`config.mk`:
```
export PLATFORM = sky130hd
export DESIGN_NAME = hazard_ctrl
export DESIGN_NICKNAME = d
export VERILOG_FILES = /design/src/core_pkg.sv /design/src/hazard_ctrl.sv
export SDC_FILE = /design/constraint.sdc
export NUM_CORES = 1
export LEC_CHECK = 0
export CAP_MARGIN = 40
export CORE_AREA = 5 5 164 166
export DETAILED_ROUTE_END_ITERATION = 12
export DIE_AREA = 0 0 169 171
export DONT_BUFFER_PORTS = 1
export PLACE_DENSITY = 0.3
export SYNTH_ARGS = -nofsm -noshare
export SYNTH_HDL_FRONTEND = slang
export SYNTH_SLANG_ARGS = --single-unit
```
`constraint.sdc`:
```
create_clock -name vclk -period 2.3
set_input_delay 0.115 -clock vclk [all_inputs]
set_output_delay 0.115 -clock vclk [all_outputs]
set_load 0.005 [all_outputs]
```
`src/core_pkg.sv`:
```
`default_nettype none

package core_pkg;

    typedef logic [63:0] xlen_t;     // register value
    typedef logic [4:0]  reg_idx_t;  // register index
    typedef logic [31:0] instr_t;    // instruction word
    typedef logic [31:0] daddr_t;    // data address, low bits only

    typedef logic [2:0] alu_op_t;
    localparam alu_op_t ALU_ADD = 3'd0;
    localparam alu_op_t ALU_SUB = 3'd1;
    localparam alu_op_t ALU_AND = 3'd2;
    localparam alu_op_t ALU_OR  = 3'd3;
    localparam alu_op_t ALU_XOR = 3'd4;

    typedef logic [1:0] fwd_sel_t;
    localparam fwd_sel_t FWD_REG = 2'd0;  // register file
    localparam fwd_sel_t FWD_EX  = 2'd1;  // alu output
    localparam fwd_sel_t FWD_MEM = 2'd2;  // memory stage result
    localparam fwd_sel_t FWD_WB  = 2'd3;  // writeback data

    localparam logic [6:0] OPC_OP    = 7'b0110011;
    localparam logic [6:0] OPC_OPIMM = 7'b0010011;
    localparam logic [6:0] OPC_LOAD  = 7'b0000011;
    localparam logic [6:0] OPC_STORE = 7'b0100011;

    localparam logic [2:0] F3_ADD    = 3'b000;
    localparam logic [2:0] F3_XOR    = 3'b100;
    localparam logic [2:0] F3_OR     = 3'b110;
    localparam logic [2:0] F3_AND    = 3'b111;
    localparam logic [2:0] F3_DOUBLE = 3'b011;  // ld / sd width

    localparam int F7_SUB_BIT = 30;  // instruction bit, sub vs add

    typedef enum logic [0:0] {
        MEM_IDLE,
        MEM_WAIT
    } mem_state_e;

    typedef struct packed {
        logic     valid;
        reg_idx_t rd;
        alu_op_t  alu_op;
        xlen_t    op_a;
        xlen_t    op_b;
        xlen_t    store_data;
        logic     load;
        logic     store;
        logic     reg_we;
    } id_ex_t;

    typedef struct packed {
        logic     valid;
        reg_idx_t rd;
        xlen_t    result;      // alu value or data address
        xlen_t    store_data;
        logic     load;
        logic     store;
        logic     reg_we;
    } ex_mem_t;

    typedef struct packed {
        logic     valid;       // set only for a write to rd != x0
        reg_idx_t rd;
        xlen_t    data;
    } mem_wb_t;

endpackage

`default_nettype wire

```
`src/hazard_ctrl.sv`:
```
`timescale 1ns/1ns
`default_nettype none

module hazard_ctrl (
    input  wire core_pkg::reg_idx_t rs1_i,
    input  wire core_pkg::reg_idx_t rs2_i,
    input  wire                     use_rs1_i,
    input  wire                     use_rs2_i,
    input  wire core_pkg::id_ex_t   id_ex_i,
    input  wire core_pkg::ex_mem_t  ex_mem_i,
    input  wire core_pkg::mem_wb_t  mem_wb_i,
    input  wire                     mem_busy_i,
    output core_pkg::fwd_sel_t      fwd_a_sel_o,
    output core_pkg::fwd_sel_t      fwd_b_sel_o,
    output logic                    stall_id_o,
    output logic                    freeze_o
);

    // youngest writer wins
    function automatic core_pkg::fwd_sel_t pick_src(core_pkg::reg_idx_t rs);
        if (rs == '0) begin
            return core_pkg::FWD_REG;  // x0 never forwarded
        end
        if (id_ex_i.valid && id_ex_i.reg_we && id_ex_i.rd == rs) begin
            return core_pkg::FWD_EX;
        end
        if (ex_mem_i.valid && ex_mem_i.reg_we && ex_mem_i.rd == rs) begin
            return core_pkg::FWD_MEM;
        end
        if (mem_wb_i.valid && mem_wb_i.rd == rs) begin
            return core_pkg::FWD_WB;
        end
        return core_pkg::FWD_REG;
    endfunction

    // load data not available before writeback
    function automatic logic load_pending(core_pkg::reg_idx_t rs);
        logic in_ex;
        logic in_mem;
        in_ex  = id_ex_i.valid && id_ex_i.load && id_ex_i.rd == rs;
        in_mem = ex_mem_i.valid && ex_mem_i.load && ex_mem_i.rd == rs;
        return (rs != '0) && (in_ex || in_mem);
    endfunction

    always_comb begin
        fwd_a_sel_o = pick_src(rs1_i);
        fwd_b_sel_o = pick_src(rs2_i);  // also feeds store data
        stall_id_o  = (use_rs1_i && load_pending(rs1_i))
                   || (use_rs2_i && load_pending(rs2_i));
    end

    assign freeze_o = mem_busy_i;  // data access outstanding

endmodule

`default_nettype wire

```
==> flow_metrics.env <==
export IMPL_nets=498
export IMPL_syn_area_per_cell_um2=7.22
export IMPL_grt_pass1_vias=548
export IMPL_synth_top_cell_by_area="xor2_1"
export IMPL_detail_route_antenna_nets=0
export IMPL_rsz0062_at_grt="false"
export IMPL_place_ws_ns=0.951
export IMPL_max_slew_margin_rel=0.654
export IMPL_post_cts_resized=0
export IMPL_synth_most_common_cell="xor2_1"
export IMPL_dieArea_um2=28900
export IMPL_seqCellArea_um2=0
export IMPL_portBuffers=0
export IMPL_setup_viol=0
export IMPL_layout_min_cycle_time_ns=1.36
export IMPL_syn_area_um2=527
export IMPL_place_congestion=0.697
export IMPL_criticalPathCategory="input pin to output pin"
export IMPL_hold_violations=0
export IMPL_grt_antenna_before_repair=0
export IMPL_clock_fmax_ghz=0.735
export IMPL_post_cts_buffers=0
export IMPL_maxCapViolations=0
export IMPL_cp_max_fo=4
export IMPL_postCtsHoldBufs=0
export IMPL_cp_end_kind="output pin"
export IMPL_fin_crit_sh=0.591
export IMPL_syn_inst=73
export IMPL_vias=581
export IMPL_hp_class="input pin to output pin"
export IMPL_multi_input_area_um2=519
export IMPL_pin_count=430
export IMPL_start_util=0.0207
export IMPL_vias_per_cell=1.42
export IMPL_wl_per_cell_um=9.58
export IMPL_syn_to_final_growth_pct=79.6
export IMPL_rows=59
export IMPL_synth_commonest_cells="xor2_1, nand4_1, nor2_1, and3_1, nor3_1"
export IMPL_utilization=0.0371
export IMPL_drc=0
export IMPL_synth_cell_types=18
export IMPL_synth_seq_area_share=0
export IMPL_synthTopCellsByArea="xor2_1, nand4_1, nor4_2"
export IMPL_coreArea_um2=25500
export IMPL_grt_pass1_wl_mm=5.08
export IMPL_die_y_um=171
export IMPL_slew_violations=0
export IMPL_status="finished, final reports clean"
export IMPL_layout_sequential_cells=0
export IMPL_clock_buffers=0
export IMPL_ir_drop_uv=42.0
export IMPL_synth_top_area_share=0.466
export IMPL_drive_gt1_frac=0.0417
export IMPL_cp_arrival_ns=1.24
export IMPL_grt_max_degree=6
export IMPL_hpwl_mm=3.76
export IMPL_tightest_slew_ns=0.516
export IMPL_syn_nets=497
export IMPL_layout_setup_ws_ns=0.940
export IMPL_tns_ns=0
export IMPL_p_leak_nw=0.217
export IMPL_first_pass_iters=4
export IMPL_drtIter0Drc=57
export IMPL_nFillCells=3040
export IMPL_cp_data_required_time_ns=2.18
export IMPL_grt_overflow=0
export IMPL_wirelength_mm=3.93
export IMPL_startpoint_type="input pin"
export IMPL_synth_warning_count=0
export IMPL_die_width_um=169
export IMPL_power_density_nw_per_um2=77.0
export IMPL_grt_usage=0.0256
-- through the flow --
step                      cells  power [mW]  area [µm²]  hold WS, ns
after floorplan              73      0.0598         527        0.311
after detailed placement    407      0.0735         938        0.230
after CTS                   407      0.0740         938        0.230
final                       410      0.0729         946        0.230
after global routing        407      0.0822         938        0.230
after global placement      407      0.0729         938        0.230
-- cell usage in the layout (no fill, tap or decap) --
master	instances
and2_1	1
nor4_2	3
xnor2_1	2
o211a_1	1
and4_1	2
nand4_1	7
nor3_1	5
and3_1	5
o22ai_1	1
a21boi_0	1
nand3_1	3
o21ai_1	1
diode_2	3
nand2_1	3
nor4_1	1
xor2_1	28
nor2_1	7
o21a_1	1
-- layout make-up --
type / count / share of cell area
diodes: 3 / 0.00794
multi-input cells: 72 / 0.549
well taps: 335 / 0.443
-- worst max-delay path, stage by stage --
cell and delay, ns:
xor2_1 0.15, nor4_2 0.40, nand4_1 0.14, o21ai_1 0.44
-- metal layers --
layer,part of all wire,global-route usage,vias to the layer above
met5,0,0,-
met3,0.20,0.0213,0
li1,-,-,267
met2,0.33,0.0291,41
met1,0.47,0.0377,273
met4,0,0,0
-- kinds of logic (layout without fill, tap and decap cells) --
logic type                after synthesis  after routing  share of synthesized area
and+or+nand+nor                        37             37                      0.418
buffers and inverters                   1              0                     0.0143
AOI/OAI and AO/OA                       5              5                     0.0689
xor gates and xnor gates               30             30                      0.499
other                                   0              3                          0
-- final timing paths --
path	start	slack, ns	endpoint	depth (start not counted)
max	rs1_i[3]	0.94	fwd_a_sel_o[0]	4
min	mem_busy_i	0.23	freeze_o	0
-- report_power, final --
group	internal [mW]	total (mW)	switching, mW
clock network	0.000000176	0.000000176	0
registers	0	0	0
logic	0.0339	0.0729	0.0390
Note: power is estimated with default switching activity, not from simulation.
