==> config.mk <==
export PLATFORM = sky130hd
export DESIGN_NAME = mem_stage
export DESIGN_NICKNAME = d
export VERILOG_FILES = /design/src/core_pkg.sv /design/src/mem_stage.sv
export SDC_FILE = /design/constraint.sdc
export NUM_CORES = 1
export LEC_CHECK = 0
export BUFFER_PORTS_ARGS = -buffer_cell sky130_fd_sc_hd__buf_2
export CELL_PAD_IN_SITES_DETAIL_PLACEMENT = 1
export CELL_PAD_IN_SITES_GLOBAL_PLACEMENT = 1
export CORE_AREA = 2 2 168 170
export DETAILED_ROUTE_END_ITERATION = 6
export DIE_AREA = 0 0 170 172
export GPL_TIMING_DRIVEN = 1
export PLACE_DENSITY_LB_ADDON = 0.2
export SYNTH_ARGS = -nofsm -noshare
export SYNTH_HDL_FRONTEND = slang
export SYNTH_SLANG_ARGS = --single-unit
export TNS_END_PERCENT = 1
==> constraint.sdc <==
create_clock -name clk -period 4.05 [get_ports clk]
set_clock_uncertainty 0.2 [all_clocks]
set_input_delay 0.81 -clock clk [delete_from_list [all_inputs] [get_ports clk]]
set_output_delay 0.81 -clock clk [all_outputs]
set_load 0.005 [all_outputs]
==> src/core_pkg.sv <==
`default_nettype none

package core_pkg;

    typedef logic [63:0] xlen_t;     // register value
    typedef logic [4:0]  reg_idx_t;  // register index
    typedef logic [31:0] instr_t;    // instruction word
    typedef logic [31:0] daddr_t;    // data address, low bits only

    typedef logic [2:0] alu_op_t;
    localparam alu_op_t ALU_ADD = 3'd0;
    localparam alu_op_t ALU_SUB = 3'd1;
    localparam alu_op_t ALU_AND = 3'd2;
    localparam alu_op_t ALU_OR  = 3'd3;
    localparam alu_op_t ALU_XOR = 3'd4;

    typedef logic [1:0] fwd_sel_t;
    localparam fwd_sel_t FWD_REG = 2'd0;  // register file
    localparam fwd_sel_t FWD_EX  = 2'd1;  // alu output
    localparam fwd_sel_t FWD_MEM = 2'd2;  // memory stage result
    localparam fwd_sel_t FWD_WB  = 2'd3;  // writeback data

    localparam logic [6:0] OPC_OP    = 7'b0110011;
    localparam logic [6:0] OPC_OPIMM = 7'b0010011;
    localparam logic [6:0] OPC_LOAD  = 7'b0000011;
    localparam logic [6:0] OPC_STORE = 7'b0100011;

    localparam logic [2:0] F3_ADD    = 3'b000;
    localparam logic [2:0] F3_XOR    = 3'b100;
    localparam logic [2:0] F3_OR     = 3'b110;
    localparam logic [2:0] F3_AND    = 3'b111;
    localparam logic [2:0] F3_DOUBLE = 3'b011;  // ld / sd width

    localparam int F7_SUB_BIT = 30;  // instruction bit, sub vs add

    typedef enum logic [0:0] {
        MEM_IDLE,
        MEM_WAIT
    } mem_state_e;

    typedef struct packed {
        logic     valid;
        reg_idx_t rd;
        alu_op_t  alu_op;
        xlen_t    op_a;
        xlen_t    op_b;
        xlen_t    store_data;
        logic     load;
        logic     store;
        logic     reg_we;
    } id_ex_t;

    typedef struct packed {
        logic     valid;
        reg_idx_t rd;
        xlen_t    result;      // alu value or data address
        xlen_t    store_data;
        logic     load;
        logic     store;
        logic     reg_we;
    } ex_mem_t;

    typedef struct packed {
        logic     valid;       // set only for a write to rd != x0
        reg_idx_t rd;
        xlen_t    data;
    } mem_wb_t;

endpackage

`default_nettype wire

==> src/mem_stage.sv <==
`timescale 1ns/1ns
`default_nettype none

module mem_stage (
    input  wire                    clk,
    input  wire                    rst_i,
    input  wire core_pkg::ex_mem_t ex_mem_i,
    input  wire                    dmem_done_i,
    input  wire core_pkg::xlen_t   dmem_rdata_i,
    output logic                   dmem_req_o,
    output logic                   dmem_we_o,
    output core_pkg::daddr_t       dmem_addr_o,
    output core_pkg::xlen_t        dmem_wdata_o,
    output logic                   mem_busy_o,
    output core_pkg::xlen_t        mem_result_o,
    output core_pkg::mem_wb_t      mem_wb_o
);

    core_pkg::mem_state_e state_q;
    core_pkg::mem_state_e state_d;
    logic                 mem_op;
    logic                 done_now;

    assign mem_op   = ex_mem_i.valid && (ex_mem_i.load || ex_mem_i.store);
    assign done_now = (state_q == core_pkg::MEM_WAIT) && dmem_done_i;

    // idle cycle before every request keeps req low between accesses
    always_comb begin
        state_d = state_q;
        case (state_q)
            core_pkg::MEM_IDLE: begin
                if (mem_op) begin
                    state_d = core_pkg::MEM_WAIT;
                end
            end
            core_pkg::MEM_WAIT: begin
                if (dmem_done_i) begin
                    state_d = core_pkg::MEM_IDLE;
                end
            end
            default: state_d = core_pkg::MEM_IDLE;
        endcase
    end

    always_ff @(posedge clk) begin
        if (rst_i) begin
            state_q <= core_pkg::MEM_IDLE;
        end else begin
            state_q <= state_d;
        end
    end

    assign dmem_req_o   = (state_q == core_pkg::MEM_WAIT);
    assign dmem_we_o    = dmem_req_o && ex_mem_i.store;
    assign dmem_addr_o  = core_pkg::daddr_t'(ex_mem_i.result);  // low address bits
    assign dmem_wdata_o = ex_mem_i.store_data;

    assign mem_busy_o   = mem_op && !done_now;  // holds upstream stages
    assign mem_result_o = ex_mem_i.result;      // loads stall instead

    always_ff @(posedge clk) begin
        if (rst_i) begin
            mem_wb_o.valid <= 1'b0;
        end else begin
            mem_wb_o.valid <= ex_mem_i.valid && ex_mem_i.reg_we && !mem_busy_o;  // bubble on wait
            mem_wb_o.rd    <= ex_mem_i.rd;
            mem_wb_o.data  <= ex_mem_i.load ? dmem_rdata_i : ex_mem_i.result;
        end
    end

endmodule

`default_nettype wire

==> metrics.txt <==
outcome complete, no violations; Cells after Synth 310; CTS Sinks a little over 70; RSZ-0062 raised after global routing false; worst path arrival time roughly 1.6 ns; Sequential cell area roughly 2100 µm²; YS warnings 0; I/O pin count between 400 and 500; CTS Buf Count 9; Final nets about 670; drt drc 0; final wirelength approximately 15000 µm; Worst Setup End Kind primary output; post-detail-place hpwl ~12000 µm; via count 2722; Clock Path Buffers 2; Ant. Diodes 0; final setup vio count 0; syn_area_per_cell around 14 µm²; Vert. Die Dim 172 µm; CP Data Required Time 3.04 ns; period utilization between 60% and 70%; Slew HR 63.9%; DIE AREA 29200 µm²; Achievable Freq around 380 MHz; Slew Viols, Final 0; maxcap violations 0; CTS tree built; global-route wire length before repair ~19000 µm; Tmin final ~2.6 ns; DRT Pass-1 Iters 4; port bufs about 300; Cell Pwr Density about 380 nW/µm²; Worst Max-Slew Pin Slew 0.541 ns; Syn Std Cell Area 4300 µm²; Die X 170 µm; area grow syn2layout 24.0%; Worst VDD drop 0.000191 V; Yosys cell types 15; core area about 27000 µm²; post-DR wirelength/cell ~18 µm; initial DRC count 63; hold buffer count at CTS 0; Post-CTS Setup Inserts 0; pin count of the biggest net entering global routing 66; clk root buf clkbuf_16; gr ovfl total 0; area of the multi-input gates roughly 920 µm²; critical path startpoint category primary input; CP Max Fanout 2; antenna violations before repair 0; Setup CP Type primary input to primary output; post-CTS sizing 0; sequential element share of the synthesized area 49.1%; Initial Util about 16%; Yosys reg bits between 70 and 80; gr usage total a little under a tenth; Post-Synthesis Net Count a little over 500; Max H-tree Level 3; Layout fillers between 3k and 4k; setup_tns 0 ns; share of layout cells above drive strength 1 82.9%; Site Rows approximately 60; final hold violation count 0; Hold Crit Class flop to flop; total power between 2 and 2.5 mW; vias per inst ~3.3; clock latency at the later pin of the worst-skew pair ~0.33 ns; leakage around 2.5 nW; GP Congestion around 0.70; antenna viol nets, final 0; vias in the first global route approximately 2.8k; clock-pin transition on the worst setup and hold timing paths 0.06 ns
[state kept, by name (all words and copies together) (netlist names)]
name / cells
mem_wb_o: 70
dmem_req_o: 1
[final cells by class]
cell class	instances	share of cell area (%)
Clock buffer	11	4.36
Clock inverter	5	0.914
Inverter	1	0.0938
Multi-Input combinational cell	71	17.3
Sequential cell	71	39.6
Tap cell	346	8.11
Timing Repair Buffer	310	29.7
[worst max-delay path: stages]
cell and delay [ns]:
buf_4 0.14, o21ai_1 0.11, a21oi_1 0.31, buf_2 0.22
[cells by family (layout without fill, tap and decap cells)]
| group | count (synthesis) | count (layout) | share of synthesized area [%] |
|---|---|---|---|
| compound gates | 4 | 4 | 0.610 |
| buf+inv | 168 | 327 | 29.5 |
| flops | 71 | 71 | 49.1 |
| mux | 64 | 64 | 20.2 |
| simple gates | 3 | 3 | 0.552 |
[layout by cell type, fill, tap and decap left out]
master,n
buf_2,307
edfxtp_1,69
mux2_4,40
mux2_2,24
clkbuf_16,9
clkinv_2,4
clkbuf_1,2
dfxtp_1,2
buf_12,2
and2_1,1
o21ai_1,1
a21oi_1,1
or3b_2,1
o31ai_1,1
o2bb2ai_1,1
and4_1,1
clkinv_1,1
bufinv_16,1
buf_4,1
[routing by layer]
layer,vias to the layer above,track usage (%),wire length (µm)
met4,0,4.27,369
met2,216,17.3,7840
met1,1253,8.35,4600
met3,25,4.46,1700
li1,1228,-,-
met5,-,0,0
[stage by stage]
stage          setup WS, ns  hold slack [ns]  instance area, µm²  instances  utilization, %
6_report               1.44            0.355                5340        815            19.4
5_1_grt                1.29            0.399                5340        815            19.4
3_5_place_dp           1.29            0.343                5050        799            18.4
2_1_floorplan          1.27            0.315                4300        310               -
4_1_cts                1.29            0.359                5340        815            19.4
3_3_place_gp           1.26            0.333                5050        799            18.4
[synthesized netlist by cell type]
cell	instances	share of area [%]
mux2_2	24	6.3
or3b_2	1	0.20
o21ai_1	1	0.12
and4_1	1	0.20
o2bb2ai_1	1	0.20
inv_1	1	0.087
buf_6	5	1.3
and2_1	1	0.15
mux2_4	40	14
buf_2	2	0.23
o31ai_1	1	0.17
buf_4	160	28
dfxtp_1	2	0.93
edfxtp_1	69	48
a21oi_1	1	0.12
[where the power goes]
group          internal [mW]  leakage (nW)  total, mW  switching, mW
Combinational          0.190          1.68      0.343          0.154
Clock                  0.473         0.141      0.786          0.313
Sequential             0.883         0.692      0.899         0.0159
Total                   1.55          2.51       2.03          0.483
[path summary, 6_finish.rpt]
check / from / to / slack [ns] / cells after the start
setup / recovery: ex_mem_i[2] / mem_busy_o / 1.44 / 4
hold reg to reg: dmem_req_o / dmem_req_o / 0.35 / 1
hold / removal: dmem_req_o / dmem_req_o / 0.35 / 1
setup reg to reg: dmem_req_o / dmem_req_o / 2.83 / 2
No activity file was read; power rests on OpenSTA's default activity.
