<file path="src/core_pkg.sv">
`default_nettype none

package core_pkg;

    typedef logic [63:0] xlen_t;     // register value
    typedef logic [4:0]  reg_idx_t;  // register index
    typedef logic [31:0] instr_t;    // instruction word
    typedef logic [31:0] daddr_t;    // data address, low bits only

    typedef logic [2:0] alu_op_t;
    localparam alu_op_t ALU_ADD = 3'd0;
    localparam alu_op_t ALU_SUB = 3'd1;
    localparam alu_op_t ALU_AND = 3'd2;
    localparam alu_op_t ALU_OR  = 3'd3;
    localparam alu_op_t ALU_XOR = 3'd4;

    typedef logic [1:0] fwd_sel_t;
    localparam fwd_sel_t FWD_REG = 2'd0;  // register file
    localparam fwd_sel_t FWD_EX  = 2'd1;  // alu output
    localparam fwd_sel_t FWD_MEM = 2'd2;  // memory stage result
    localparam fwd_sel_t FWD_WB  = 2'd3;  // writeback data

    localparam logic [6:0] OPC_OP    = 7'b0110011;
    localparam logic [6:0] OPC_OPIMM = 7'b0010011;
    localparam logic [6:0] OPC_LOAD  = 7'b0000011;
    localparam logic [6:0] OPC_STORE = 7'b0100011;

    localparam logic [2:0] F3_ADD    = 3'b000;
    localparam logic [2:0] F3_XOR    = 3'b100;
    localparam logic [2:0] F3_OR     = 3'b110;
    localparam logic [2:0] F3_AND    = 3'b111;
    localparam logic [2:0] F3_DOUBLE = 3'b011;  // ld / sd width

    localparam int F7_SUB_BIT = 30;  // instruction bit, sub vs add

    typedef enum logic [0:0] {
        MEM_IDLE,
        MEM_WAIT
    } mem_state_e;

    typedef struct packed {
        logic     valid;
        reg_idx_t rd;
        alu_op_t  alu_op;
        xlen_t    op_a;
        xlen_t    op_b;
        xlen_t    store_data;
        logic     load;
        logic     store;
        logic     reg_we;
    } id_ex_t;

    typedef struct packed {
        logic     valid;
        reg_idx_t rd;
        xlen_t    result;      // alu value or data address
        xlen_t    store_data;
        logic     load;
        logic     store;
        logic     reg_we;
    } ex_mem_t;

    typedef struct packed {
        logic     valid;       // set only for a write to rd != x0
        reg_idx_t rd;
        xlen_t    data;
    } mem_wb_t;

endpackage

`default_nettype wire

</file>
<file path="src/reg_file.sv">
`timescale 1ns/1ns
`default_nettype none

module reg_file (
    input  wire                     clk,
    input  wire                     rst_i,
    input  wire core_pkg::reg_idx_t raddr_a_i,
    input  wire core_pkg::reg_idx_t raddr_b_i,
    output core_pkg::xlen_t         rdata_a_o,
    output core_pkg::xlen_t         rdata_b_o,
    input  wire core_pkg::mem_wb_t  wb_i
);

    core_pkg::xlen_t regs_q [1:31];  // x0 has no storage

    function automatic core_pkg::xlen_t read_port(core_pkg::reg_idx_t addr);
        if (addr == '0) begin
            return '0;
        end
        if (wb_i.valid && wb_i.rd == addr) begin
            return wb_i.data;  // same-cycle write shows through
        end
        return regs_q[addr];
    endfunction

    always_ff @(posedge clk) begin
        if (rst_i) begin
            for (int i = 1; i < 32; i++) begin
                regs_q[i] <= '0;
            end
        end else if (wb_i.valid && wb_i.rd != '0) begin
            regs_q[wb_i.rd] <= wb_i.data;
        end
    end

    always_comb begin
        rdata_a_o = read_port(raddr_a_i);
        rdata_b_o = read_port(raddr_b_i);
    end

endmodule

`default_nettype wire

</file>
<file path="config.mk">
export PLATFORM = sky130hd
export DESIGN_NAME = reg_file
export DESIGN_NICKNAME = d
export VERILOG_FILES = /design/src/core_pkg.sv /design/src/reg_file.sv
export SDC_FILE = /design/constraint.sdc
export NUM_CORES = 2
export LEC_CHECK = 0
export ABC_AREA = 1
export BUFFER_PORTS_ARGS = -buffer_cell sky130_fd_sc_hd__buf_4
export CAP_MARGIN = 20
export CORE_MARGIN = 5
export CORE_UTILIZATION = 35
export DETAILED_ROUTE_END_ITERATION = 12
export GPL_TIMING_DRIVEN = 1
export PLACE_DENSITY = 0.52
export SLEW_MARGIN = 20
export SYNTH_ARGS = -nofsm -noshare
export SYNTH_HDL_FRONTEND = slang
export SYNTH_SLANG_ARGS = --single-unit
</file>
<file path="constraint.sdc">
create_clock -name clk -period 9.85 [get_ports clk]
set_clock_uncertainty 0.2 [all_clocks]
set_input_delay 0.985 -clock clk [delete_from_list [all_inputs] [get_ports clk]]
set_output_delay 0.985 -clock clk [all_outputs]
set_load 0.01 [all_outputs]
</file>
==> results by stage <==
Yosys:
- Of the synthesized area, sequential elements account for between 50% and 60%.
- After synthesis the cells add up to 0.115 mm2.
- The most common cell in the synthesized netlist is sky130_fd_sc_hd__nand2_1.
- By area the synthesized netlist is led by sky130_fd_sc_hd__edfxtp_1 (53%), sky130_fd_sc_hd__nand2_1 (12%), sky130_fd_sc_hd__nor2_1 (9.8%).
- The Yosys step of the flow raised 0 warnings.
- The number of unique standard cell types used by synthesis is 31.
- After synthesis, the most frequently instantiated cells are sky130_fd_sc_hd__nand2_1 (3618), sky130_fd_sc_hd__nor2_1 (3006), sky130_fd_sc_hd__edfxtp_1 (2048).
- For this run, asynchronously set or reset flops after synthesis account for 0%.
- In the synthesized netlist the dominant register cell turns out to be sky130_fd_sc_hd__edfxtp_1.
- After synthesis, the largest area contributor takes up a little over half of total cell area.
- The cell count after synthesis came out at between 10000 and 15000.
- The average instance in the mapped netlist occupies 7.99 um2.
- The post-synthesis cell type with the largest combined area is sky130_fd_sc_hd__edfxtp_1.
- The post-synthesis register bit count is 2048.
- Yosys mapped a number of flops with a built-in enable equal to ~2000.

Layout:
- The register with the highest flop count is regs_q.
- The post-route netlist has under 10% of its cells at a drive strength greater than 1.
- The largest registers in the layout are regs_q x2048.
- The net count reported at finish is 14000.
- The number of fill cells is 33300.
- The number of flip-flops in the largest register is around 2000.
- The area growth from synthesis to final layout is 9.63%.

Floorplanning:
- Once the floorplan was initialized, standard cells occupied between 30% and 40% of the core.
- After floorplanning, the core was divided into 210 placement rows.
- The die covers 0.341 mm2.
- In this run the vertical extent of the chip is 584 um.
- Pin placement for this block handled 210 I/O pins.
- The placeable core area is ~0.33 mm2.
- The die is around 600 um wide.

Detailed routing:
- For this run, design rule violations remaining after detail routing come to 0.
- The residual antenna-violating net count after detailed routing is 0.
- The via density per instance is roughly 5.8.
- The routed wirelength normalized by instance count is between 20 and 30 um.
- The first routing iteration left around 16000 violations.
- Before antenna repair, the detailed router went through 8 iterations.
- The final wirelength is ~530000 um.
- Detailed routing inserted a total of around 110k vias.

GRT:
- The global-route wire length before repair is 737000 um.
- The initial antenna violation count is 23.
- Entering global routing, the biggest net connects 187 pins.
- The layer flagged by global routing as most heavily used is met2.
- For met2 alone, demand over resource in global routing was 46.6%.
- The global route total overflow is 0.
- In the global route stage, met3 resource usage came out at 5.09%.
- In the global route stage, overall resource usage came out at around 30%.
- The number of global-route vias before repair is between 90000 and 100k.
- The fraction of met1 tracks used by global routing is roughly 39%.

Flow run:
- The tool flagged a number of max-cap violations equal to 0.

Setup path:
- The element type at the critical path end is an output port.
- The highest net fanout along the worst path is between 40 and 50.
- The critical path start-end classification is in -> out.
- The worst setup path is launched from a primary input.
- Data arrives at the worst endpoint at a little over 5000 ps.
- The data required time at the worst endpoint is a little under 9000 ps.

CTS:
- The number of sinks on the clock net is between 2000 and 2500.
- The tree is rooted in a sky130_fd_sc_hd__clkbuf_16.
- The clock tree buffer depth is 4.
- The clock tree from TritonCTS is built.
- Post-CTS repair changed the size of 0 cells.
- The total CTS buffers is between 200 and 250.
- The CTS H-tree depth is 4.
- The post-CTS clock slew at the launch and capture registers of the worst setup and hold paths is about 60 ps.

STA:
- Setup violations remaining at the end of the flow were counted as 0.
- The worst path needs ~6200 ps of the cycle, external delays included.
- The summed negative setup slack over all endpoints is 0 ps.
- The max-slew headroom at the worst pin is between 10% and 20%.
- The count of pins over their slew limit is 0.
- The slew of the pin with the lowest slew margin is 1250 ps.
- The worst path uses ~63% of the clock period.
- Setup repair after global routing left no endpoint under its margin.
- For this run, the top clock speed supported by timing is approximately 160 MHz.
- The count of endpoints failing hold in the final timing report is 0.

Power and ir drop:
- The design draws around 22000 uW.
- Across the VDD grid, the largest voltage drop is about 0.00013 V.
- In this run the static leakage power is between 0.05 and 0.06 uW.
- The power per cell area is about 170 mW/mm2.

Placement:
- The final HPWL from detailed placement is between 200000 and 300000 um.
- The count of input and output buffers is 209.
- Routability-driven placement finished with a final weighted congestion of approximately 0.84.

Run status:
- The flow ran to the end, and the final reports show no timing, DRC or antenna violations.

Worst hold path:
- The path class of the tightest hold or removal check is in -> reg.
[layout by cell type (no fill, tap or decap), types with 2 or more instances in the layout]
cell,n
sky130_fd_sc_hd__buf_8,8
sky130_fd_sc_hd__bufinv_16,12
sky130_fd_sc_hd__dlygate4sd3_1,2
sky130_fd_sc_hd__o21ai_1,50
sky130_fd_sc_hd__nand3_4,2
sky130_fd_sc_hd__nand2_4,62
sky130_fd_sc_hd__buf_4,434
sky130_fd_sc_hd__inv_8,6
sky130_fd_sc_hd__clkinv_4,2
sky130_fd_sc_hd__o211ai_1,606
sky130_fd_sc_hd__nand3_1,1623
sky130_fd_sc_hd__diode_2,11
sky130_fd_sc_hd__nor2_1,3003
sky130_fd_sc_hd__buf_16,2
sky130_fd_sc_hd__clkinvlp_4,2
sky130_fd_sc_hd__nor2_4,4
sky130_fd_sc_hd__nor3_2,3
sky130_fd_sc_hd__nand2_1,3556
sky130_fd_sc_hd__clkinv_2,41
sky130_fd_sc_hd__a21oi_1,557
sky130_fd_sc_hd__nor3_1,7
sky130_fd_sc_hd__inv_16,2
sky130_fd_sc_hd__inv_1,849
sky130_fd_sc_hd__inv_6,6
sky130_fd_sc_hd__buf_12,15
sky130_fd_sc_hd__clkbuf_1,56
sky130_fd_sc_hd__or2_2,105
sky130_fd_sc_hd__xor2_1,2
sky130_fd_sc_hd__buf_6,2
sky130_fd_sc_hd__edfxtp_1,2048
sky130_fd_sc_hd__o22ai_1,3
sky130_fd_sc_hd__clkbuf_16,239
sky130_fd_sc_hd__clkinv_1,78
sky130_fd_sc_hd__conb_1,64
sky130_fd_sc_hd__o21ai_0,625
sky130_fd_sc_hd__inv_2,10
[routing by layer]
metal	up-vias	wire length (um)	part of all wire, %
met2	6713	235000	44
li1	46600	-	-
met1	51300	202000	38
met4	12	36300	6.9
met3	1510	55500	10
met5	-	109	0.021
[critical path, stage by stage]
cell and delay, ps:
sky130_fd_sc_hd__clkbuf_8 480, sky130_fd_sc_hd__clkinv_1 620, sky130_fd_sc_hd__buf_4 430, sky130_fd_sc_hd__o22ai_1 190, sky130_fd_sc_hd__a21oi_1 110, sky130_fd_sc_hd__nand3_4 420, sky130_fd_sc_hd__buf_4 810, sky130_fd_sc_hd__nand2_1 130
sky130_fd_sc_hd__nor2_1 320, sky130_fd_sc_hd__nor2_1 190, sky130_fd_sc_hd__buf_4 190
[path summary, 6_finish.rpt]
kind,cells past startpoint,end,start
hold / removal,1,regs_q[0][26],wb_i[26]
setup / recovery,11,rdata_b_o[9],raddr_b_i[4]
[cells by family (layout without fill, tap and decap cells)]
group / after synthesis / after routing / share of synthesized area, %
buffers and inverters: 2183 / 1768 / 8.13
other: 1 / 75 / 0.00325
flip-flops: 2048 / 2048 / 53.3
XOR/XNOR: 2 / 2 / 0.0152
AND/OR/NAND/NOR: 8368 / 8368 / 29.2
AO/OA/AOI/OAI: 1843 / 1843 / 9.31
[stage by stage]
step | utilization, % | std cells | hold WS (ps) | instance area, um2 | setup WS [ps]
3_3_place_gp | 36.4 | 18000 | 983 | 119000 | 3790
2_1_floorplan | - | 14500 | 884 | 116000 | 5770
5_1_grt | 38.6 | 18400 | 47.4 | 127000 | 3680
6_report | 38.6 | 18500 | 55.4 | 127000 | 3620
3_5_place_dp | 36.4 | 18000 | 981 | 119000 | 3770
4_1_cts | 38.6 | 18400 | 1.76 | 126000 | 3760
[layout make-up]
cell class | count | area [um2] | share of cell area, %
Clock inverter | 129 | 903 | 0.714
Antenna cell | 11 | 27.5 | 0.0218
Sequential cell | 2048 | 61500 | 48.6
Timing Repair Buffer | 464 | 3790 | 3.00
Inverter | 880 | 3380 | 2.67
Tap cell | 4346 | 5440 | 4.30
Multi-Input combinational cell | 10300 | 45300 | 35.8
Clock buffer | 295 | 6190 | 4.89
[where the power goes]
group,switching [uW],internal [uW]
combinational,2390,794
clock,3790,4720
sequential,205,10100
[repair_timing]
action	in CTS	in global routing
hold buffers	2	0
endpoints found under the hold margin	2	0
buffers inserted	0	0
Power figures use the tool's default switching activity.
