--- config.mk ---
export PLATFORM = sky130hd
export DESIGN_NAME = id_stage
export DESIGN_NICKNAME = d
export VERILOG_FILES = /design/src/core_pkg.sv /design/src/id_stage.sv
export SDC_FILE = /design/constraint.sdc
export NUM_CORES = 1
export LEC_CHECK = 0
export BUFFER_PORTS_ARGS = -buffer_cell sky130_fd_sc_hd__clkbuf_2
export CAP_MARGIN = 20
export CORE_AREA = 2 2 225 227
export CTS_CLUSTER_DIAMETER = 150
export DETAILED_ROUTE_END_ITERATION = 10
export DIE_AREA = 0 0 227 229
export GPL_ROUTABILITY_DRIVEN = 0
export PLACE_DENSITY_LB_ADDON = 0.08
export SYNTH_ARGS = -nofsm -noshare
export SYNTH_HDL_FRONTEND = slang
export SYNTH_SLANG_ARGS = --single-unit
export TNS_END_PERCENT = 10
--- constraint.sdc ---
create_clock -name clk -period 27.3 [get_ports clk]
set_input_delay 2.73 -clock clk [delete_from_list [all_inputs] [get_ports clk]]
set_output_delay 2.73 -clock clk [all_outputs]
set_load 0.1 [all_outputs]
--- src/core_pkg.sv ---
`default_nettype none

package core_pkg;

    typedef logic [63:0] xlen_t;     // register value
    typedef logic [4:0]  reg_idx_t;  // register index
    typedef logic [31:0] instr_t;    // instruction word
    typedef logic [31:0] daddr_t;    // data address, low bits only

    typedef logic [2:0] alu_op_t;
    localparam alu_op_t ALU_ADD = 3'd0;
    localparam alu_op_t ALU_SUB = 3'd1;
    localparam alu_op_t ALU_AND = 3'd2;
    localparam alu_op_t ALU_OR  = 3'd3;
    localparam alu_op_t ALU_XOR = 3'd4;

    typedef logic [1:0] fwd_sel_t;
    localparam fwd_sel_t FWD_REG = 2'd0;  // register file
    localparam fwd_sel_t FWD_EX  = 2'd1;  // alu output
    localparam fwd_sel_t FWD_MEM = 2'd2;  // memory stage result
    localparam fwd_sel_t FWD_WB  = 2'd3;  // writeback data

    localparam logic [6:0] OPC_OP    = 7'b0110011;
    localparam logic [6:0] OPC_OPIMM = 7'b0010011;
    localparam logic [6:0] OPC_LOAD  = 7'b0000011;
    localparam logic [6:0] OPC_STORE = 7'b0100011;

    localparam logic [2:0] F3_ADD    = 3'b000;
    localparam logic [2:0] F3_XOR    = 3'b100;
    localparam logic [2:0] F3_OR     = 3'b110;
    localparam logic [2:0] F3_AND    = 3'b111;
    localparam logic [2:0] F3_DOUBLE = 3'b011;  // ld / sd width

    localparam int F7_SUB_BIT = 30;  // instruction bit, sub vs add

    typedef enum logic [0:0] {
        MEM_IDLE,
        MEM_WAIT
    } mem_state_e;

    typedef struct packed {
        logic     valid;
        reg_idx_t rd;
        alu_op_t  alu_op;
        xlen_t    op_a;
        xlen_t    op_b;
        xlen_t    store_data;
        logic     load;
        logic     store;
        logic     reg_we;
    } id_ex_t;

    typedef struct packed {
        logic     valid;
        reg_idx_t rd;
        xlen_t    result;      // alu value or data address
        xlen_t    store_data;
        logic     load;
        logic     store;
        logic     reg_we;
    } ex_mem_t;

    typedef struct packed {
        logic     valid;       // set only for a write to rd != x0
        reg_idx_t rd;
        xlen_t    data;
    } mem_wb_t;

endpackage

`default_nettype wire

--- src/id_stage.sv ---
`timescale 1ns/1ns
`default_nettype none

module id_stage (
    input  wire                     clk,
    input  wire                     rst_i,
    input  wire core_pkg::instr_t   instr_i,
    input  wire                     instr_valid_i,
    input  wire                     stall_id_i,
    input  wire                     freeze_i,
    input  wire core_pkg::fwd_sel_t fwd_a_sel_i,
    input  wire core_pkg::fwd_sel_t fwd_b_sel_i,
    input  wire core_pkg::xlen_t    rdata_a_i,
    input  wire core_pkg::xlen_t    rdata_b_i,
    input  wire core_pkg::xlen_t    ex_result_i,
    input  wire core_pkg::xlen_t    mem_result_i,
    input  wire core_pkg::mem_wb_t  wb_i,
    output core_pkg::reg_idx_t      rs1_o,
    output core_pkg::reg_idx_t      rs2_o,
    output logic                    use_rs1_o,
    output logic                    use_rs2_o,
    output core_pkg::id_ex_t        id_ex_o
);

    core_pkg::instr_t   ir_q;
    logic               ir_valid_q;
    logic [6:0]         opcode;
    logic [2:0]         funct3;
    logic [6:0]         funct7;
    core_pkg::reg_idx_t rd;
    core_pkg::xlen_t    imm_i;
    core_pkg::xlen_t    imm_s;
    core_pkg::xlen_t    rs1_val;
    core_pkg::xlen_t    rs2_val;
    logic               f7_ok;
    logic               is_op;
    logic               is_opimm;
    logic               is_load;
    logic               is_store;
    logic               legal;
    logic               issue;
    core_pkg::alu_op_t  alu_op;
    core_pkg::id_ex_t   id_ex_d;

    function automatic core_pkg::xlen_t fwd_mux(core_pkg::fwd_sel_t sel,
                                                core_pkg::xlen_t rf_val);
        case (sel)
            core_pkg::FWD_EX:  return ex_result_i;
            core_pkg::FWD_MEM: return mem_result_i;
            core_pkg::FWD_WB:  return wb_i.data;
            default:           return rf_val;
        endcase
    endfunction

    always_ff @(posedge clk) begin
        if (rst_i) begin
            ir_valid_q <= 1'b0;
        end else if (!stall_id_i && !freeze_i) begin
            ir_valid_q <= instr_valid_i;
        end
    end

    always_ff @(posedge clk) begin
        if (!stall_id_i && !freeze_i && instr_valid_i) begin
            ir_q <= instr_i;  // tb holds the word while stalled
        end
    end

    assign opcode = ir_q[6:0];
    assign rd     = ir_q[11:7];
    assign funct3 = ir_q[14:12];
    assign funct7 = ir_q[31:25];
    assign rs1_o  = ir_q[19:15];
    assign rs2_o  = ir_q[24:20];
    assign imm_i  = {{52{ir_q[31]}}, ir_q[31:20]};
    assign imm_s  = {{52{ir_q[31]}}, ir_q[31:25], ir_q[11:7]};

    // only bit 30 may be set, and only for sub
    assign f7_ok    = ({funct7[6], funct7[4:0]} == '0)
                   && (!ir_q[core_pkg::F7_SUB_BIT] || funct3 == core_pkg::F3_ADD);
    assign is_op    = (opcode == core_pkg::OPC_OP) && f7_ok
                   && (funct3 inside {core_pkg::F3_ADD, core_pkg::F3_XOR,
                                      core_pkg::F3_OR, core_pkg::F3_AND});
    assign is_opimm = (opcode == core_pkg::OPC_OPIMM) && (funct3 == core_pkg::F3_ADD);
    assign is_load  = (opcode == core_pkg::OPC_LOAD) && (funct3 == core_pkg::F3_DOUBLE);
    assign is_store = (opcode == core_pkg::OPC_STORE) && (funct3 == core_pkg::F3_DOUBLE);
    assign legal    = ir_valid_q && (is_op || is_opimm || is_load || is_store);

    assign use_rs1_o = legal;
    assign use_rs2_o = ir_valid_q && (is_op || is_store);

    always_comb begin
        alu_op = core_pkg::ALU_ADD;  // addi, ld and sd add too
        if (is_op) begin
            case (funct3)
                core_pkg::F3_XOR: alu_op = core_pkg::ALU_XOR;
                core_pkg::F3_OR:  alu_op = core_pkg::ALU_OR;
                core_pkg::F3_AND: alu_op = core_pkg::ALU_AND;
                default: alu_op = ir_q[core_pkg::F7_SUB_BIT] ? core_pkg::ALU_SUB
                                                             : core_pkg::ALU_ADD;
            endcase
        end
    end

    always_comb begin
        rs1_val = fwd_mux(fwd_a_sel_i, rdata_a_i);
        rs2_val = fwd_mux(fwd_b_sel_i, rdata_b_i);
    end

    assign issue   = ir_valid_q && !stall_id_i;  // low means bubble

    always_comb begin
        id_ex_d.valid      = issue;
        id_ex_d.rd         = rd;
        id_ex_d.alu_op     = alu_op;
        id_ex_d.op_a       = rs1_val;
        id_ex_d.op_b       = is_op ? rs2_val : (is_store ? imm_s : imm_i);
        id_ex_d.store_data = rs2_val;
        id_ex_d.load       = issue && is_load;
        id_ex_d.store      = issue && is_store;
        id_ex_d.reg_we     = issue && legal && !is_store && (rd != '0);
    end

    always_ff @(posedge clk) begin
        if (rst_i) begin
            id_ex_o.valid  <= 1'b0;
            id_ex_o.load   <= 1'b0;
            id_ex_o.store  <= 1'b0;
            id_ex_o.reg_we <= 1'b0;
        end else if (!freeze_i) begin
            id_ex_o <= id_ex_d;
        end
    end

endmodule

`default_nettype wire

==> flow_metrics.env <==
export IMPL_critPathMaxStageDelay_ns=0.69
export IMPL_cp_slowest_cell="or4b_2"
export IMPL_clock_path_buffers=3
export IMPL_rsz0062_at_grt="no"
export IMPL_cp_top_family="simple AND/OR/NAND/NOR gates"
export IMPL_fmax_mhz=188
export IMPL_path_class="register to output pin"
export IMPL_die_area_um2=52000
export IMPL_drive_above_1_share=0.689
export IMPL_final_nets=1463
export IMPL_first_pass_iters=4
export IMPL_period_minus_slack_ns=5.31
export IMPL_cp_startpoint="ir_q[13]"
export IMPL_synth_area_per_cell_um2=20.9
export IMPL_cts_clk_slew_worst_paths_ns=0.06
export IMPL_slew_headroom=0.263
export IMPL_grt_overflow=0
export IMPL_leakage_uw=0.00650
export IMPL_layout_setup_ws_ns=21.99
export IMPL_cts_sinks=237
export IMPL_dp_hpwl_um=31500
export IMPL_fin_setup_tns_ns=0
export IMPL_dp_cells=1735
export IMPL_report_final_slew_viol_count=0
export IMPL_start_util=0.224
export IMPL_grt_pass1_wl_um=59100
export IMPL_path_cells="or4b_2, o21ai_0, a22oi_1, nor2_1, clkbuf_2"
export IMPL_yosysSeqAreaShare=0.636
export IMPL_ctsResizeCount=0
export IMPL_yosys_warnings=0
export IMPL_drtAntennaViolNets=0
export IMPL_post_place_ws_ns=21.58
export IMPL_required_ns=24.57
export IMPL_seq_area_um2=7070
export IMPL_tritoncts="built"
export IMPL_synth_top_flop_cell="edfxtp_1"
export IMPL_fp_dieW_um=227
export IMPL_maxCapViolations=0
export IMPL_synth_edff_count=232
export IMPL_n_antenna_cell=0
export IMPL_post_cts_buffers=0
export IMPL_finalPower_uw=1080
export IMPL_multi_input_comb_area_um2=3750
export IMPL_finish_utilization=0.314
export IMPL_numCtsBuffers=31
export IMPL_critPathBufInv=1
export IMPL_die_y_um=229
export IMPL_final_common_cell="clkbuf_2"
export IMPL_layout_common_cells="clkbuf_2 (572), edfxtp_1 (232), mux4_2 (128)"
export IMPL_wl_per_cell_um=23.2
export IMPL_start_kind="register"
export IMPL_cp_data_arrival_time_ns=2.58
export IMPL_cts_max_level=1
export IMPL_setup_viol=0
export IMPL_grt_use_total=0.156
export IMPL_vias=7805
export IMPL_core_um2=49700
export IMPL_vdd_ir_drop_worst_v=0.0000459
export IMPL_clk_latency_ns=0.58
export IMPL_synthArstFlopShare=0
export IMPL_finalHoldViolCount=0
export IMPL_min_path_type="register to register"
export IMPL_io_buffers=576
export IMPL_fin_skew_ns=0.0319
export IMPL_synth_net_count=899
export IMPL_crit_path_end_kind="output pin"
export IMPL_grt_max_degree=68
export IMPL_synth_cell_area_um2=11100
export IMPL_worstReg2RegStart="ir_q[25]"
export IMPL_synth_seq_cells=237
export IMPL_wirelength_um=41600
export IMPL_drt_initial_drc_count=371
export IMPL_final_fill_count=5056
export IMPL_power_density_nw_per_um2=69.4
export IMPL_fin_cells=1792
export IMPL_syn2layout_area_growth_pct=40.5
export IMPL_status="finished, final reports clean"
export IMPL_rows=82
export IMPL_hold_buffers=0
export IMPL_pin_count=583
export IMPL_viasPerCell=4.36
export IMPL_finalCritPeriodShare=0.194
export IMPL_ys_types=37
export IMPL_worst_path_max_fanout=8
export IMPL_synthCells=532
export IMPL_grt_pass1_vias=8571
export IMPL_worst_slew_pin_slew_ns=1.11
export IMPL_hp_start="id_ex_o[1]"
export IMPL_route_detailed_drc=0
export IMPL_cts_root_buf="clkbuf_16"
export IMPL_antenna_found_initial=0
-- through the flow --
step	area, µm²	hold slack (ns)
3_5_place_dp	14600	0.462
2_1_floorplan	11100	0.437
3_3_place_gp	14600	0.461
6_report	15600	0.472
5_1_grt	15600	0.497
4_1_cts	15600	0.473
-- path summary, 6_finish.rpt --
check | to | slack [ns] | depth (start not counted)
setup / recovery | use_rs1_o | 21.99 | 5
hold reg to reg | id_ex_o[1] | 0.47 | 2
hold / removal | id_ex_o[1] | 0.47 | 2
setup reg to reg | id_ex_o[69] | 24.57 | 4
-- registers in the layout, summed over array words and instances (netlist names) --
signal,count
ir_valid_q,1
id_ex_o,204
ir_q,32
-- where the power goes --
| group | leakage, µW | switching (µW) | internal [µW] |
|---|---|---|---|
| clock network | 0.000479 | 161 | 235 |
| logic | 0.00381 | 190 | 63.3 |
| registers | 0.00222 | 6.40 | 427 |
-- cell type report --
type	instances	area share
inverter	2	0.000481
clock buffer	35	0.0507
clock inverter	22	0.0124
sequential	237	0.453
timing repair buffer	584	0.189
tap	672	0.0539
multi-input combinational	240	0.240
-- worst register-to-register path, cell delays in order, from the launching register on --
cell	delay [ns]
edfxtp_1	0.43
or4b_4	0.57
nor4_4	0.20
and3_4	0.86
mux2_1	0.42
-- cell usage after synthesis (2+ instances only) --
| library cell | number | area share |
|---|---|---|
| edfxtp_1 | 232 | 0.63 |
| mux4_2 | 128 | 0.26 |
| a21o_1 | 58 | 0.039 |
| clkbuf_1 | 20 | 0.0068 |
| buf_2 | 15 | 0.0068 |
| buf_4 | 11 | 0.0074 |
| nand2_1 | 7 | 0.0024 |
| mux2_1 | 6 | 0.0061 |
| mux2_2 | 6 | 0.0061 |
| buf_6 | 5 | 0.0051 |
| dfxtp_1 | 5 | 0.0090 |
| a21oi_1 | 4 | 0.0018 |
| nor2_1 | 4 | 0.0014 |
| o21ai_0 | 3 | 0.0014 |
| and3_1 | 2 | 0.0011 |
| buf_1 | 2 | 0.00068 |
| inv_1 | 2 | 0.00068 |
| nand4_1 | 2 | 0.0011 |
| nor3_1 | 2 | 0.00090 |
-- routing by layer --
layer	vias to the layer above	GRT usage	wire, µm
met1	3993	0.175	15300
met4	0	0.0382	1020
met5	-	0	0
li1	3438	-	-
met3	52	0.0526	3530
met2	322	0.284	21800
-- logic make-up after synthesis --
| kind of cell | count (synthesis) | share of synthesized area |
|---|---|---|
| buffers and inverters | 55 | 0.0274 |
| AOI/OAI and AO/OA | 70 | 0.0462 |
| muxes | 140 | 0.272 |
| and+or+nand+nor | 30 | 0.0185 |
| DFF | 237 | 0.636 |
Power figures use the tool's default switching activity.
