===== src/core_pkg.sv =====
`default_nettype none

package core_pkg;

    typedef logic [63:0] xlen_t;     // register value
    typedef logic [4:0]  reg_idx_t;  // register index
    typedef logic [31:0] instr_t;    // instruction word
    typedef logic [31:0] daddr_t;    // data address, low bits only

    typedef logic [2:0] alu_op_t;
    localparam alu_op_t ALU_ADD = 3'd0;
    localparam alu_op_t ALU_SUB = 3'd1;
    localparam alu_op_t ALU_AND = 3'd2;
    localparam alu_op_t ALU_OR  = 3'd3;
    localparam alu_op_t ALU_XOR = 3'd4;

    typedef logic [1:0] fwd_sel_t;
    localparam fwd_sel_t FWD_REG = 2'd0;  // register file
    localparam fwd_sel_t FWD_EX  = 2'd1;  // alu output
    localparam fwd_sel_t FWD_MEM = 2'd2;  // memory stage result
    localparam fwd_sel_t FWD_WB  = 2'd3;  // writeback data

    localparam logic [6:0] OPC_OP    = 7'b0110011;
    localparam logic [6:0] OPC_OPIMM = 7'b0010011;
    localparam logic [6:0] OPC_LOAD  = 7'b0000011;
    localparam logic [6:0] OPC_STORE = 7'b0100011;

    localparam logic [2:0] F3_ADD    = 3'b000;
    localparam logic [2:0] F3_XOR    = 3'b100;
    localparam logic [2:0] F3_OR     = 3'b110;
    localparam logic [2:0] F3_AND    = 3'b111;
    localparam logic [2:0] F3_DOUBLE = 3'b011;  // ld / sd width

    localparam int F7_SUB_BIT = 30;  // instruction bit, sub vs add

    typedef enum logic [0:0] {
        MEM_IDLE,
        MEM_WAIT
    } mem_state_e;

    typedef struct packed {
        logic     valid;
        reg_idx_t rd;
        alu_op_t  alu_op;
        xlen_t    op_a;
        xlen_t    op_b;
        xlen_t    store_data;
        logic     load;
        logic     store;
        logic     reg_we;
    } id_ex_t;

    typedef struct packed {
        logic     valid;
        reg_idx_t rd;
        xlen_t    result;      // alu value or data address
        xlen_t    store_data;
        logic     load;
        logic     store;
        logic     reg_we;
    } ex_mem_t;

    typedef struct packed {
        logic     valid;       // set only for a write to rd != x0
        reg_idx_t rd;
        xlen_t    data;
    } mem_wb_t;

endpackage

`default_nettype wire


===== src/ex_stage.sv =====
`timescale 1ns/1ns
`default_nettype none

module ex_stage (
    input  wire                   clk,
    input  wire                   rst_i,
    input  wire core_pkg::id_ex_t id_ex_i,
    input  wire                   freeze_i,
    output core_pkg::xlen_t       ex_result_o,
    output core_pkg::ex_mem_t     ex_mem_o
);

    core_pkg::xlen_t alu_res;

    always_comb begin
        case (id_ex_i.alu_op)
            core_pkg::ALU_SUB: alu_res = id_ex_i.op_a - id_ex_i.op_b;
            core_pkg::ALU_AND: alu_res = id_ex_i.op_a & id_ex_i.op_b;
            core_pkg::ALU_OR:  alu_res = id_ex_i.op_a | id_ex_i.op_b;
            core_pkg::ALU_XOR: alu_res = id_ex_i.op_a ^ id_ex_i.op_b;
            default:           alu_res = id_ex_i.op_a + id_ex_i.op_b;  // add, address
        endcase
    end

    assign ex_result_o = alu_res;  // forward path into decode

    always_ff @(posedge clk) begin
        if (rst_i) begin
            ex_mem_o.valid  <= 1'b0;
            ex_mem_o.load   <= 1'b0;
            ex_mem_o.store  <= 1'b0;
            ex_mem_o.reg_we <= 1'b0;
        end else if (!freeze_i) begin
            ex_mem_o.valid      <= id_ex_i.valid;
            ex_mem_o.rd         <= id_ex_i.rd;
            ex_mem_o.result     <= alu_res;
            ex_mem_o.store_data <= id_ex_i.store_data;
            ex_mem_o.load       <= id_ex_i.load;
            ex_mem_o.store      <= id_ex_i.store;
            ex_mem_o.reg_we     <= id_ex_i.reg_we;
        end
    end

endmodule

`default_nettype wire


===== config.mk =====
export PLATFORM = sky130hd
export DESIGN_NAME = ex_stage
export DESIGN_NICKNAME = d
export VERILOG_FILES = /design/src/core_pkg.sv /design/src/ex_stage.sv
export SDC_FILE = /design/constraint.sdc
export NUM_CORES = 1
export LEC_CHECK = 0
export BUFFER_PORTS_ARGS = -buffer_cell sky130_fd_sc_hd__buf_2
export CELL_PAD_IN_SITES_DETAIL_PLACEMENT = 0
export CELL_PAD_IN_SITES_GLOBAL_PLACEMENT = 1
export CORE_AREA = 2 2 177 179
export CTS_CLUSTER_DIAMETER = 40
export DETAILED_ROUTE_END_ITERATION = 8
export DIE_AREA = 0 0 179 181
export MAX_ROUTING_LAYER = met4
export PLACE_DENSITY = 0.95
export SYNTH_ARGS = -nofsm -noshare
export SYNTH_HDL_FRONTEND = slang
export SYNTH_SLANG_ARGS = --single-unit

===== constraint.sdc =====
create_clock -name clk -period 12.36 [get_ports clk]
set_input_delay 0.618 -clock clk [delete_from_list [all_inputs] [get_ports clk]]
set_output_delay 0.618 -clock clk [all_outputs]
set_load 0.1 [all_outputs]

==> metrics.yaml, run 1 <==
synth:
  netlist_instances: 1426
  yosysTopAreaCell: "edfxtp_1"
  netlist_top_cells_area: "edfxtp_1, ha_1, a21oi_1, xnor2_1, inv_1"
  yosysWarningCount: 0
  syn-cell-area_um2: 12700
  synth_flop_cell: "edfxtp_1"
  synth_top_cell_area_share_pct: 31.4
  async_flop_share_pct: 0
  ys_ff_latch: 137
  seq_area_frac_synth_pct: 32.1
  synth_cell_types: 67
  synthesis.area_per_instance_um2: 8.91
  synth_edf_count: 133
  synthesis.nets: 1826
drt:
  drt-initial-drc-count: 819
  routed_wl_mm: 41.1
  drc: 0
  via_count: 12105
  ant_nets: 0
  wl_per_cell_um: 18.5
  routed_via_density: 5.44
  firstDrtPassIters: 7
power_and_ir_drop:
  seqPwrFrac_pct: 23.9
  p_clk_share_pct: 22.3
  irDropWorstVdd_v: 0.000114
  p_leak_nw: 7.35
  p_int_mw: 1.12
  switching_power_mw: 1.30
  pwr-share-comb_pct: 53.8
  power.density_nw_per_um2: 154
  power_switching_share_pct: 53.8
global_route:
  grt_pass1_vias: 11643
  overflow: 0
  grt_max_degree: 89
  grt_use_total_pct: 25.4
  antenna_found_initial: 15
  grt_pass1_wl_mm: 62.4
placed_design:
  place_ws_ns: 5.72
  placedInstanceArea_um2: 15100
  dp_hpwl_mm: 32.3
  placedCellCount: 2178
  gp_congestion: 0.934
  portBuffers: 407
cells_and_area:
  finalNonFillerCells: 2225
  top_register: "ex_mem_o"
  stdcell_area_um2: 15700
  syn_to_final_growth_pct: 23.8
  largest_reg_flops: 137
  top_regs: "ex_mem_o (137)"
  layout-drive-gt1-share_pct: 25.7
  nets: 2201
  num-fill-cells: 2917
worst_setup_path:
  worst_setup_path_end_kind: "primary output"
  worst_setup_path_start_kind: "input port"
  crit_required_ns: 11.74
  crit_path_start: "id_ex_i[68]"
  r2r_start: "ex_mem_o[1]"
  cp_max_fo: 8
  r2r_slack_ns: 11.76
  cp.arrival_ns: 6.19
  path_class: "input port to primary output"
  ff2ff_path_depth: 2
  endpoint: "ex_result_o[56]"
  r2r-end: "ex_mem_o[1]"
floorplanning:
  die_h_um: 181
  die_w_um: 179
  io_pins: 408
  num_rows: 64
  core_region_area_um2: 30300
  dieArea_um2: 32400
  initial_utilization_pct: 41.9
sta:
  max_clock_freq_mhz: 147
  period_needed_ns: 6.81
  setup_tns_ns: 0
  slew_viol_final: 0
  tightest_slew_ns: 1.03
  rsz0062_at_grt: "false"
  fin_ws_ns: 5.55
  finalSetupViolations: 0
  hold_viol_final: 0
  fin_crit_sh_pct: 55.1
  maxSlewHeadroom_pct: 31.3
  clock_skew_ns: 0
clocking:
  cts_buffer_depth: 2
  cts_sinks: 137
  clkTransAtPathRegs_ns: 0.07
  cts_resized: 0
  cts_tree: "done"
  htree_levels: 4
  root_buffer: "clkbuf_16"
  postCtsHoldBufs: 0
  cts_made_buffers: 17
  clock_latency_ns: 0.43
  postCtsSetupRepairBufs: 0
status:
  status: "completed"
hold_path:
  hold_path_class: "input port to register"
flow_run:
  cap_violations: 0
==> cell usage after synthesis (21+ instances only) <==
cell type / number
a211oi_1: 33
ha_1: 192
inv_1: 161
xnor2_1: 98
edfxtp_1: 133
a21o_1: 28
nor2_1: 110
xor2_1: 25
a21oi_1: 179
clkbuf_1: 51
o21bai_1: 21
o22ai_1: 28
o21ai_0: 80
nand2_1: 71
==> placed cells by master, fill, tap and decap left out, drive strengths merged, types with 7 or more instances in the layout <==
cell type / count
buf: 416
ha: 192
a21oi: 179
inv: 173
edfxtp: 133
nor2: 110
xnor2: 99
o21ai: 84
nand2: 71
a211oi: 33
a21o: 28
o22ai: 28
xor2: 25
o21bai: 21
nand4: 18
clkbuf: 17
a31oi: 16
diode: 15
o31ai: 14
nand3: 14
nor4: 14
mux2i: 13
and3: 12
nor3: 11
and2: 9
a41oi: 8
nor2b: 7
==> stage by stage <==
stage / util, % / hold WS (ns) / power, mW
after CTS: 51.7 / 0.342 / 2.43
final: 51.8 / 0.356 / 2.42
after global routing: 51.8 / 0.335 / 2.52
after floorplan: - / 0.690 / 1.64
after detailed placement: 49.7 / 0.492 / 1.89
after global placement: 49.7 / 0.475 / 1.88
==> routing by layer <==
metal	share of wire, %	GRT usage [%]
met3	6.8	4.86
met5	0	-
met1	43	31.4
met2	48	41.5
met4	2.1	8.03
==> cell families after synthesis <==
logic type,after synthesis,synth area share (%)
buffers and inverters,222,6.64
AOI/OAI and AO/OA,448,21.4
and+or+nand+nor,289,11.2
xor gates and xnor gates,124,8.61
adders and majority gates,193,19.1
DFF,137,32.1
muxes,13,1.02
==> worst max-delay path: stages <==
cell and delay (ns):
buf_2 0.13, inv_1 0.08, ha_1 0.17, nand3_1 0.15, nor4_1 0.54, nand4_1 0.57
nor2_1 0.47, a21oi_1 0.14, xnor2_1 0.14, ha_1 0.43, nand4_1 0.16, nor4_1 0.40
nor2b_1 0.19, a41oi_1 0.05, and3_1 0.28, o41ai_2 0.59, a31oi_1 0.20, xor2_1 0.19
o21ai_1 0.20, buf_2 0.46
==> cell type report <==
class / instances / area [um2] / share of cell area [%]
well taps: 396 / 495 / 3.15
clock inverters: 15 / 174 / 1.11
multi-input cells: 1067 / 7800 / 49.6
clock buffers: 17 / 425 / 2.71
repair buffers: 416 / 2110 / 13.4
flip-flops and latches: 137 / 4070 / 25.9
inverters: 162 / 608 / 3.87
diodes: 15 / 37.5 / 0.239
==> how the worst min path moves through the flow <==
| stage | start | to | slack [ns] | depth (start not counted) |
|---|---|---|---|---|
| 2_1_floorplan | rst_i | ex_mem_o[0] | 0.69 | 1 |
| 3_3_place_gp | ex_mem_o[136] | ex_mem_o[136] | 0.48 | 2 |
| 3_5_place_dp | ex_mem_o[136] | ex_mem_o[136] | 0.49 | 2 |
| 4_1_cts | id_ex_i[31] | ex_mem_o[31] | 0.34 | 1 |
| 5_1_grt | id_ex_i[54] | ex_mem_o[54] | 0.34 | 1 |
| 6_report | id_ex_i[42] | ex_mem_o[42] | 0.36 | 1 |
==> power by group through the flow <==
stage | sequential, mW | combinational [mW] | clock, mW
4_1_cts | 0.579 | 1.30 | 0.550
5_1_grt | 0.583 | 1.37 | 0.568
3_5_place_dp | 0.589 | 1.30 | 0
6_report | 0.579 | 1.30 | 0.540
2_1_floorplan | 0.891 | 0.747 | 0
3_3_place_gp | 0.587 | 1.29 | 0
Note: power is estimated with default switching activity, not from simulation.
==> run 2, diff against run 1 <==
Settings changed: CORE_AREA 2 2 177 179 to 2 2 194 196, DIE_AREA 0 0 179 181 to 0 0 196 198, PLACE_DENSITY 0.95 to 0.86.
Clock period 12.36 ns to 5.75 ns, I/O delays scaled along.
==> run 2 against run 1 <==
  * Non-clock buffer count rose by 69
  * Sequential power grew 120%
  * Setup slack got worse by 5.3 ns
==> metrics.yaml, run 2 (synthesis results as in run 1) <==
drt:
  routed_via_density: 5.24  # was 5.44
  via_count: 12399  # was 12105
  routed_wl_mm: 43.7  # was 41.1 mm
  ant_nets: 0  # unchanged
  wl_per_cell_um: 18.5  # about the same
  drt-initial-drc-count: 928  # was 819
  firstDrtPassIters: 5  # was 7
  drc: 0  # unchanged
clocking:
  root_buffer: "clkbuf_16"  # unchanged
  htree_levels: 4  # unchanged
  cts_tree: "done"  # unchanged
  clkTransAtPathRegs_ns: 0.06  # was 0.07 ns
  clock_latency_ns: 0.45  # was 0.43 ns
  cts_made_buffers: 17  # unchanged
  cts_sinks: 137  # unchanged
  cts_buffer_depth: 2  # unchanged
power_and_ir_drop:
  p_int_mw: 2.70  # was 1.12 mW
  p_clk_share_pct: 22.5  # was 22.3%
  irDropWorstVdd_v: 0.000258  # was 0.000114 V
  pwr-share-comb_pct: 54.7  # was 53.8%
  power_switching_share_pct: 50.8  # was 53.8%
  switching_power_mw: 2.79  # was 1.30 mW
  seqPwrFrac_pct: 22.7  # was 23.9%
  power.density_nw_per_um2: 325  # was 154 nW/um2
  p_leak_nw: 7.80  # was 7.35 nW
worst_setup_path:
  crit_required_ns: 5.46  # was 11.74 ns
  worst_setup_path_end_kind: "primary output"  # unchanged
  cp_max_fo: 8  # unchanged
  worst_setup_path_start_kind: "input port"  # unchanged
  r2r_start: "ex_mem_o[136]"  # was ex_mem_o[1]
  cp.arrival_ns: 5.18  # was 6.19 ns
  ff2ff_path_depth: 2  # unchanged
  path_class: "input port to primary output"  # unchanged
  r2r_slack_ns: 5.14  # was 11.76 ns
  r2r-end: "ex_mem_o[136]"  # was ex_mem_o[1]
global_route:
  grt_pass1_wl_mm: 65.2  # was 62.4 mm
  grt_use_total_pct: 22.3  # was 25.4%
  grt_max_degree: 74  # was 89
  antenna_found_initial: 10  # was 15
  overflow: 0  # unchanged
  grt_pass1_vias: 12075  # was 11643
floorplanning:
  die_h_um: 198  # was 181 um
  num_rows: 71  # was 64
  initial_utilization_pct: 34.4  # was 41.9%
  io_pins: 408  # unchanged
  dieArea_um2: 38800  # was 32400 um2
  die_w_um: 196  # was 179 um
  core_region_area_um2: 37000  # was 30300 um2
sta:
  tightest_slew_ns: 1.05  # was 1.03 ns
  finalSetupViolations: 0  # unchanged
  maxSlewHeadroom_pct: 30.3  # was 31.3%
  hold_viol_final: 0  # unchanged
  max_clock_freq_mhz: 183
  clock_skew_ns: 0  # unchanged
  slew_viol_final: 0  # unchanged
  fin_crit_sh_pct: 95.0
  whs_ns: 0.0142  # was 0.356 ns
  period_needed_ns: 5.47
cells_and_area:
  layout_common_cells: "buf_2, ha_1, a21oi_1"  # unchanged
  stdcell_area_um2: 16900  # was 15700 um2
  finalNonFillerCells: 2367  # was 2225
  top_register: "ex_mem_o"  # unchanged
  syn_to_final_growth_pct: 32.8  # was 23.8%
  num-fill-cells: 3595  # was 2917
  mostFrequentLayoutCell: "buf_2"  # unchanged
  layout-drive-gt1-share_pct: 26.5  # was 25.7%
  nets: 2270  # was 2201
  largest_reg_flops: 137  # unchanged
  top_regs: "ex_mem_o (137)"  # unchanged
hold_path:
  hold_path_class: "input port to register"  # unchanged
  hold_path.startpoint: "id_ex_i[23]"  # was id_ex_i[42]
  holdPathEnd: "ex_mem_o[23]"  # was ex_mem_o[42]
  hold_depth: 1  # unchanged
status:
  status: "completed"  # unchanged
placed_design:
  dp_hpwl_mm: 34.1  # was 32.3 mm
  placedCellCount: 2275  # was 2178
  portBuffers: 407  # unchanged
  gp_congestion: 0.936  # was 0.934
  placedInstanceArea_um2: 15600  # was 15100 um2
flow_run:
  cap_violations: 0  # unchanged
run 2: changes by cell type in the layout (fill, tap and decap cells not counted), moves of 6 or more:
cell | previous run | this run
buf_4 | 10 | 30
dlygate4sd3_1 | 0 | 50
o21ai_2 | 0 | 6
inv_8 | 7 | 1
buf_2 | 406 | 387
o21ai_0 | 80 | 54
o21ai_1 | 4 | 24
buf_12 | 0 | 18
run 2: routing by layer:
| metal | share of wire (%) | vias to the layer above | wire length [um] | GRT usage (%) |
|---|---|---|---|---|
| met3 | 7.3 | 52 | 3210 | 5.47 |
| met1 | 43 | 5880 | 18800 | 27.4 |
| met5 | 0 | - | 0 | - |
| met2 | 48 | 428 | 20900 | 36.2 |
| li1 | - | 6039 | - | - |
| met4 | 1.9 | 0 | 827 | 6.65 |
run 2: through the flow:
step / total power, mW / setup TNS (ns) / util, % / worst slack [ns]
final: 5.48 / 0 / 45.7 / 0.285
after global routing: 5.70 / -0.0192 / 45.7 / -0.0192
after CTS: 5.50 / 0 / 45.4 / 0.164
after detailed placement: 4.22 / 0 / 42.3 / 0.199
after global placement: 4.20 / 0 / 42.3 / 0.248
after floorplan: 3.53 / -0.141 / - / -0.141
run 2: power groups by stage:
stage | sequential [mW] | combinational (mW) | clock, mW
2_1_floorplan | 1.91 | 1.62 | 0
3_3_place_gp | 1.26 | 2.94 | 0
3_5_place_dp | 1.27 | 2.95 | 0
4_1_cts | 1.25 | 2.99 | 1.27
5_1_grt | 1.25 | 3.14 | 1.30
6_report | 1.25 | 3.00 | 1.24
run 2: worst max-delay path, stage by stage:
cell	delay (ns)
buf_2	0.11
or4_4	0.57
nor4_4	0.28
and2_4	0.26
nand3_2	0.09
or2_1	0.35
o31ai_1	0.28
xnor2_1	0.16
ha_1	0.35
a21o_1	0.22
a21o_1	0.17
a21oi_1	0.21
o21ai_0	0.15
a2111oi_1	0.40
a21oi_1	0.15
nand2_1	0.11
o21ai_0	0.10
and4_1	0.21
or3_1	0.43
buf_4	0.26
run 2: worst max path at each step:
stage                            from         endpoint  slack, ns  cells past startpoint
final                     id_ex_i[77]  ex_result_o[62]       0.28                     20
after global routing      id_ex_i[77]  ex_result_o[61]      -0.02                     20
after CTS                 id_ex_i[77]  ex_result_o[61]       0.16                     21
after detailed placement  id_ex_i[77]  ex_result_o[61]       0.20                     21
after global placement    id_ex_i[77]  ex_result_o[61]       0.25                     21
after floorplan           id_ex_i[77]    ex_mem_o[128]      -0.14                     18
run 2: what timing repair did:
action / in CTS / in global routing
buffers inserted: 0 / 0
setup endpoints to repair: 0 / 13
hold buffers: 50 / 0
gates resized for setup: 0 / 15
endpoints found under the hold margin: 50 / 0
run 2: area by class of cell:
class	instances	area, um2	share of cell area, %
inverters	162	608	3.60
well taps	474	593	3.51
diodes	11	27.5	0.163
clock buffers	18	429	2.54
multi-input cells	1067	7900	46.8
flip-flops and latches	137	4070	24.1
clock inverters	13	218	1.29
repair buffers	485	3020	17.9
